--- src/rtl/cache_cfg.svh ---
`ifndef CACHE_CFG_SVH
`define CACHE_CFG_SVH

// line geometry: 32-byte lines, 8 sets
`define CACHE_OFFSET_BITS 5
`define CACHE_INDEX_BITS 3
`define CACHE_LINE_BITS 256

// associativity
`define CACHE_WAYS 4

// memory model response latency in cycles
`define PMEM_DELAY 4

`endif

--- src/rtl/cache_types_pkg.sv ---
`include "cache_cfg.svh"
`default_nettype none

package cache_types_pkg;

    localparam int tag_bits = 32 - `CACHE_OFFSET_BITS - `CACHE_INDEX_BITS;

    typedef logic [31:0] addr_t;
    typedef logic [`CACHE_LINE_BITS-1:0] line_t;
    typedef logic [`CACHE_LINE_BITS/8-1:0] bmask_t;
    typedef logic [tag_bits-1:0] tag_t;
    typedef logic [`CACHE_INDEX_BITS-1:0] index_t;
    typedef logic [`CACHE_OFFSET_BITS-1:0] offset_t;
    typedef logic [$clog2(`CACHE_WAYS)-1:0] way_t;
    typedef logic [`CACHE_WAYS-1:0] way_mask_t;

    typedef struct packed {
        tag_t    tag;
        index_t  index;
        offset_t offset;
    } addr_fields_t;

    typedef struct packed {
        logic valid;
        logic dirty;
    } meta_t;

endpackage

`default_nettype wire

--- src/rtl/cache_ctrl_pkg.sv ---
`default_nettype none

package cache_ctrl_pkg;

    typedef enum logic [1:0] {
        st_idle,
        st_compare,
        st_writeback,
        st_fill
    } ctrl_state_t;

    // data array input source
    typedef enum logic {
        din_cpu,
        din_pmem
    } din_sel_t;

    // per-way byte write enable source
    typedef enum logic [1:0] {
        we_zeros,
        we_ones,
        we_mask
    } we_sel_t;

    typedef enum logic {
        paddr_req,
        paddr_victim
    } paddr_sel_t;

endpackage

`default_nettype wire

--- src/rtl/cache_control.sv ---
`include "cache_cfg.svh"
`default_nettype none

module cache_control
    import cache_types_pkg::*;
    import cache_ctrl_pkg::*;
(
    input  wire logic      clk,
    input  wire logic      rst_i,
    input  wire logic      mem_read_i,
    input  wire logic      mem_write_i,
    input  wire logic      pmem_resp_i,
    input  wire way_mask_t hit_i,
    input  wire way_t      hit_way_i,
    input  wire way_t      victim_way_i,
    input  wire meta_t     victim_meta_i,
    output din_sel_t       din_sel_o,
    output we_sel_t        we_sel_o [`CACHE_WAYS],
    output paddr_sel_t     paddr_sel_o,
    output way_mask_t      tag_load_o,
    output way_mask_t      meta_load_o,
    output meta_t          meta_in_o,
    output logic           lru_update_o,
    output logic           mem_resp_o,
    output logic           pmem_read_o,
    output logic           pmem_write_o
);

    ctrl_state_t state_q;
    ctrl_state_t state_d;

    always_ff @(posedge clk) begin
        if (rst_i) begin
            state_q <= st_idle;
        end else begin
            state_q <= state_d;
        end
    end

    always_comb begin
        state_d = state_q;
        din_sel_o = din_cpu;
        paddr_sel_o = paddr_req;
        tag_load_o = '0;
        meta_load_o = '0;
        meta_in_o = '{valid: 1'b1, dirty: 1'b0};
        lru_update_o = 1'b0;
        mem_resp_o = 1'b0;
        pmem_read_o = 1'b0;
        pmem_write_o = 1'b0;
        for (int i = 0; i < `CACHE_WAYS; i++) begin
            we_sel_o[i] = we_zeros;
        end

        unique case (state_q)
            st_idle: begin
                if (mem_read_i || mem_write_i) begin
                    state_d = st_compare;
                end
            end
            st_compare: begin
                if (|hit_i) begin
                    mem_resp_o = 1'b1;
                    lru_update_o = 1'b1;
                    state_d = st_idle;
                    if (mem_write_i) begin
                        we_sel_o[hit_way_i] = we_mask;
                        meta_load_o[hit_way_i] = 1'b1;
                        meta_in_o = '{valid: 1'b1, dirty: 1'b1};
                    end
                end else if (victim_meta_i.valid && victim_meta_i.dirty) begin
                    state_d = st_writeback;
                end else begin
                    state_d = st_fill;
                end
            end
            st_writeback: begin
                pmem_write_o = 1'b1;
                paddr_sel_o = paddr_victim;
                if (pmem_resp_i) begin
                    state_d = st_fill;
                end
            end
            st_fill: begin
                pmem_read_o = 1'b1;
                if (pmem_resp_i) begin
                    // new line lands clean; compare then hits
                    din_sel_o = din_pmem;
                    we_sel_o[victim_way_i] = we_ones;
                    tag_load_o[victim_way_i] = 1'b1;
                    meta_load_o[victim_way_i] = 1'b1;
                    state_d = st_compare;
                end
            end
            default: state_d = st_idle;
        endcase
    end

    pmem_excl_a: assert property (@(posedge clk) disable iff (rst_i)
        !(pmem_read_o && pmem_write_o));

endmodule

`default_nettype wire

--- config.mk ---
export PLATFORM = sky130hd
export DESIGN_NAME = cache_control
export DESIGN_NICKNAME = d
export VERILOG_FILES = /design/src/rtl/cache_types_pkg.sv /design/src/rtl/cache_ctrl_pkg.sv /design/src/rtl/cache_control.sv
export VERILOG_INCLUDE_DIRS = /design/src /design/src/rtl
export SDC_FILE = /design/constraint.sdc
export NUM_CORES = 1
export LEC_CHECK = 0
export BUFFER_PORTS_ARGS = -buffer_cell sky130_fd_sc_hd__clkbuf_2
export CORE_AREA = 3 3 40 42
export CTS_CLUSTER_SIZE = 28
export DETAILED_ROUTE_END_ITERATION = 16
export DIE_AREA = 0 0 43 45
export GPL_ROUTABILITY_DRIVEN = 1
export REMOVE_ABC_BUFFERS = 1
export SYNTH_ARGS = -nofsm -noshare
export SYNTH_HDL_FRONTEND = slang
export SYNTH_SLANG_ARGS = --single-unit
--- constraint.sdc ---
create_clock -name clk -period 1.72 [get_ports clk]
set_clock_uncertainty 0.15 [all_clocks]
set_input_delay 0 -clock clk [delete_from_list [all_inputs] [get_ports clk]]
set_output_delay 0 -clock clk [all_outputs]
set_load 0.01 [all_outputs]
==> impl_metrics.toml <==
[final_layout]
final_nets = 110
antenna_cells = 0
final_cells = 104
area_growth_pct = 70.3
largest-register = "state_q"
top_regs = "state_q (2)"
stdcell_area_um2 = 582
drive_gt1_frac = 0.573
largest_reg_flops = 2

[clocking]
clk_latency_ps = 220
clockBufferDepth = 2
cts_tree = "yes"
cts_root_buf = "clkbuf_4"
clk_pin_slew_ps = 30
cts_max_level = 1
numCtsBuffers = 3
cts.sink_count = 2

[placed_design]
place_area_um2 = 523
post-dp-hpwl_um = 946
place.port_buffers = 37
gp_congestion = 0.626
dp_cells = 99

[grt]
grt_use_total = 0.110
grt_max_degree = 8
grt_pass1_vias = 442
grt_pass1_wl_um = 1610
antenna_found_initial = 0
grt.overflow.total = 0

[route]
dr.pass1.iters = 4
drt_iter0_drc = 6
num_vias = 495
wl_per_cell_um = 10.7
ant_nets = 0
vias_per_cell = 4.76
wirelength_um = 1110
drc = 0

[critical_path]
reg2reg_depth = 5
critical_path.cell_chain = "ha_2 > nand2_1 > or3_1 > o31ai_2 > buf_2"
r2r_start = "state_q[1]"
critPathKind = "register to primary output"
cpMaxStageDelayCell = "or3_1"
cp_max_fo = 4
cpPeakStageDelay_ps = 380
startpoint = "state_q[1]"
cp-start-kind = "register"
critPathArrivalTime_ps = 1500
r2r-end = "state_q[1]"
crit_family = "simple AND/OR/NAND/NOR gates"
crit_buf_inv = 1
end_kind = "primary output"
r2r_setup_slack_ps = 150
critPathRequiredTime_ps = 1570

[power]
powerDensity_nw_per_um2 = 410
fin_total_pwr_mw = 0.239
power.leakage_nw = 0.357
pwr-share-seq = 0.223
p_int_mw = 0.166
combPwrFrac = 0.355
ir_drop_uv = 374
p_clk_frac = 0.422
switchingPower_mw = 0.0731
switching_share = 0.306

[timing]
drv_slew = 0
finalHoldViolCount = 0
rsz0062_at_grt = "yes"
setup_viol = 0
min_period_over_period = 0.960
fmax_mhz = 606
period_needed_ps = 1650
whs_ps = 23.4

[die]
rows = 13
dieArea_um2 = 1940
core_area_um2 = 1280
num_io_pins = 39
die_w_um = 43
die_y_um = 45
initial_core_util = 0.266

[logic_synthesis]
synthesis.instances = 50
ys_warn_count = 0
yosys.area.top_type = "ha_1"
synth.avg_cell_area_um2 = 6.83
yosysTopAreaCellShare = 0.147
synth_cell_types = 24
synth_area_um2 = 342
synth.area.top_cells = "ha_1, dfxtp_1, buf_4, inv_1, nor2_1"
seq_area_frac_synth = 0.117
ys_ff_latch = 2

[run]
drv_cap = 0

[worst_hold_path]
holdPathEnd = "state_q[0]"
min_path_cells = 3
hp-class = "primary input to register"
hold_start = "mem_read_i"

[outcome]
status = "complete, no violations"
==> layout by cell type (no fill, tap or decap) <==
master,count
or3_1,1
nand2_2,1
and3_1,1
ha_1,2
conb_1,1
ha_2,2
a311oi_1,2
o41ai_1,1
o41a_1,1
dlygate4sd3_1,1
inv_1,6
nand2_1,3
o31ai_2,1
or3b_1,1
nor3_1,3
buf_4,2
nor4_1,1
dfxtp_2,2
o22ai_2,1
inv_2,2
o21bai_1,2
clkbuf_2,36
a31o_1,1
nand3_1,3
buf_2,1
clkbuf_4,3
a211o_1,1
nor2_1,5
a21oi_1,2
==> cells in the mapped netlist (all sizes together) <==
cell,count
o22ai,1
and3,1
a21oi,2
buf,4
nor4,1
or3b,1
or3,1
nand2,4
o41ai,1
o41a,1
o31ai,1
conb,1
nor3,3
a31o,1
nor2,5
inv,8
ha,4
nand3,3
dfxtp,2
a311oi,2
a211o,1
o21bai,2
==> worst register-to-register path: cells and delay by family (launching register included) <==
family,cells,cell delay [ps]
fa+ha+maj,1,130
compound gates,2,360
buf+inv,1,80
flops,1,330
simple gates,1,410
==> per-stage QoR <==
stage / TNS (ps) / setup WS (ps) / util
4_1_cts: 0 / 14.4 / 0.442
2_1_floorplan: 0 / 180 / -
3_3_place_gp: 0 / 178 / 0.407
3_5_place_dp: 0 / 128 / 0.407
5_1_grt: -36.7 / -23.5 / 0.453
6_report: 0 / 68.7 / 0.453
==> per-layer routing <==
layer | vias to the layer above | track usage | share of wire
met5 | - | 0 | 0
li1 | 253 | - | -
met3 | 0 | 0.0159 | 0.11
met4 | 0 | 0.0542 | 0
met1 | 216 | 0.110 | 0.37
met2 | 26 | 0.219 | 0.52
==> area by class of cell <==
cell class                 instances  area (µm²)
fill                             139         703
multi-input combinational         36         258
timing repair buffer              40         210
sequential                         2        42.5
inverter                           8        30.0
clock buffer                       3        22.5
tap                               15        18.8
==> worst max-delay path by stage <==
stage	to	depth (start not counted)
final	meta_load_o[0]	5
after global routing	meta_load_o[0]	6
after CTS	meta_load_o[0]	5
after detailed placement	state_q[1]	5
after global placement	state_q[1]	5
after floorplan	state_q[1]	5
==> what timing repair did <==
action,CTS,global route
hold buffers,1,0
setup buffers,1,0
endpoints found under the setup margin,4,8
hold endpoints to repair,2,0
resized for setup,3,5
==> power groups by stage <==
stage	clock network [mW]	logic, mW	registers (mW)
after floorplan	0	0.0375	0.0523
after global placement	0	0.0778	0.0527
after detailed placement	0	0.0778	0.0530
after CTS	0.106	0.0837	0.0526
after global routing	0.111	0.0950	0.0540
final	0.101	0.0849	0.0532
==> kinds of logic after synthesis <==
logic type | Yosys count | share of synthesized area
simple gates | 19 | 0.275
compound gates | 12 | 0.275
buf+inv | 12 | 0.176
fa+ha+maj | 4 | 0.147
flops | 2 | 0.117
other cells | 1 | 0.0110
Note: power is estimated with default switching activity, not from simulation.
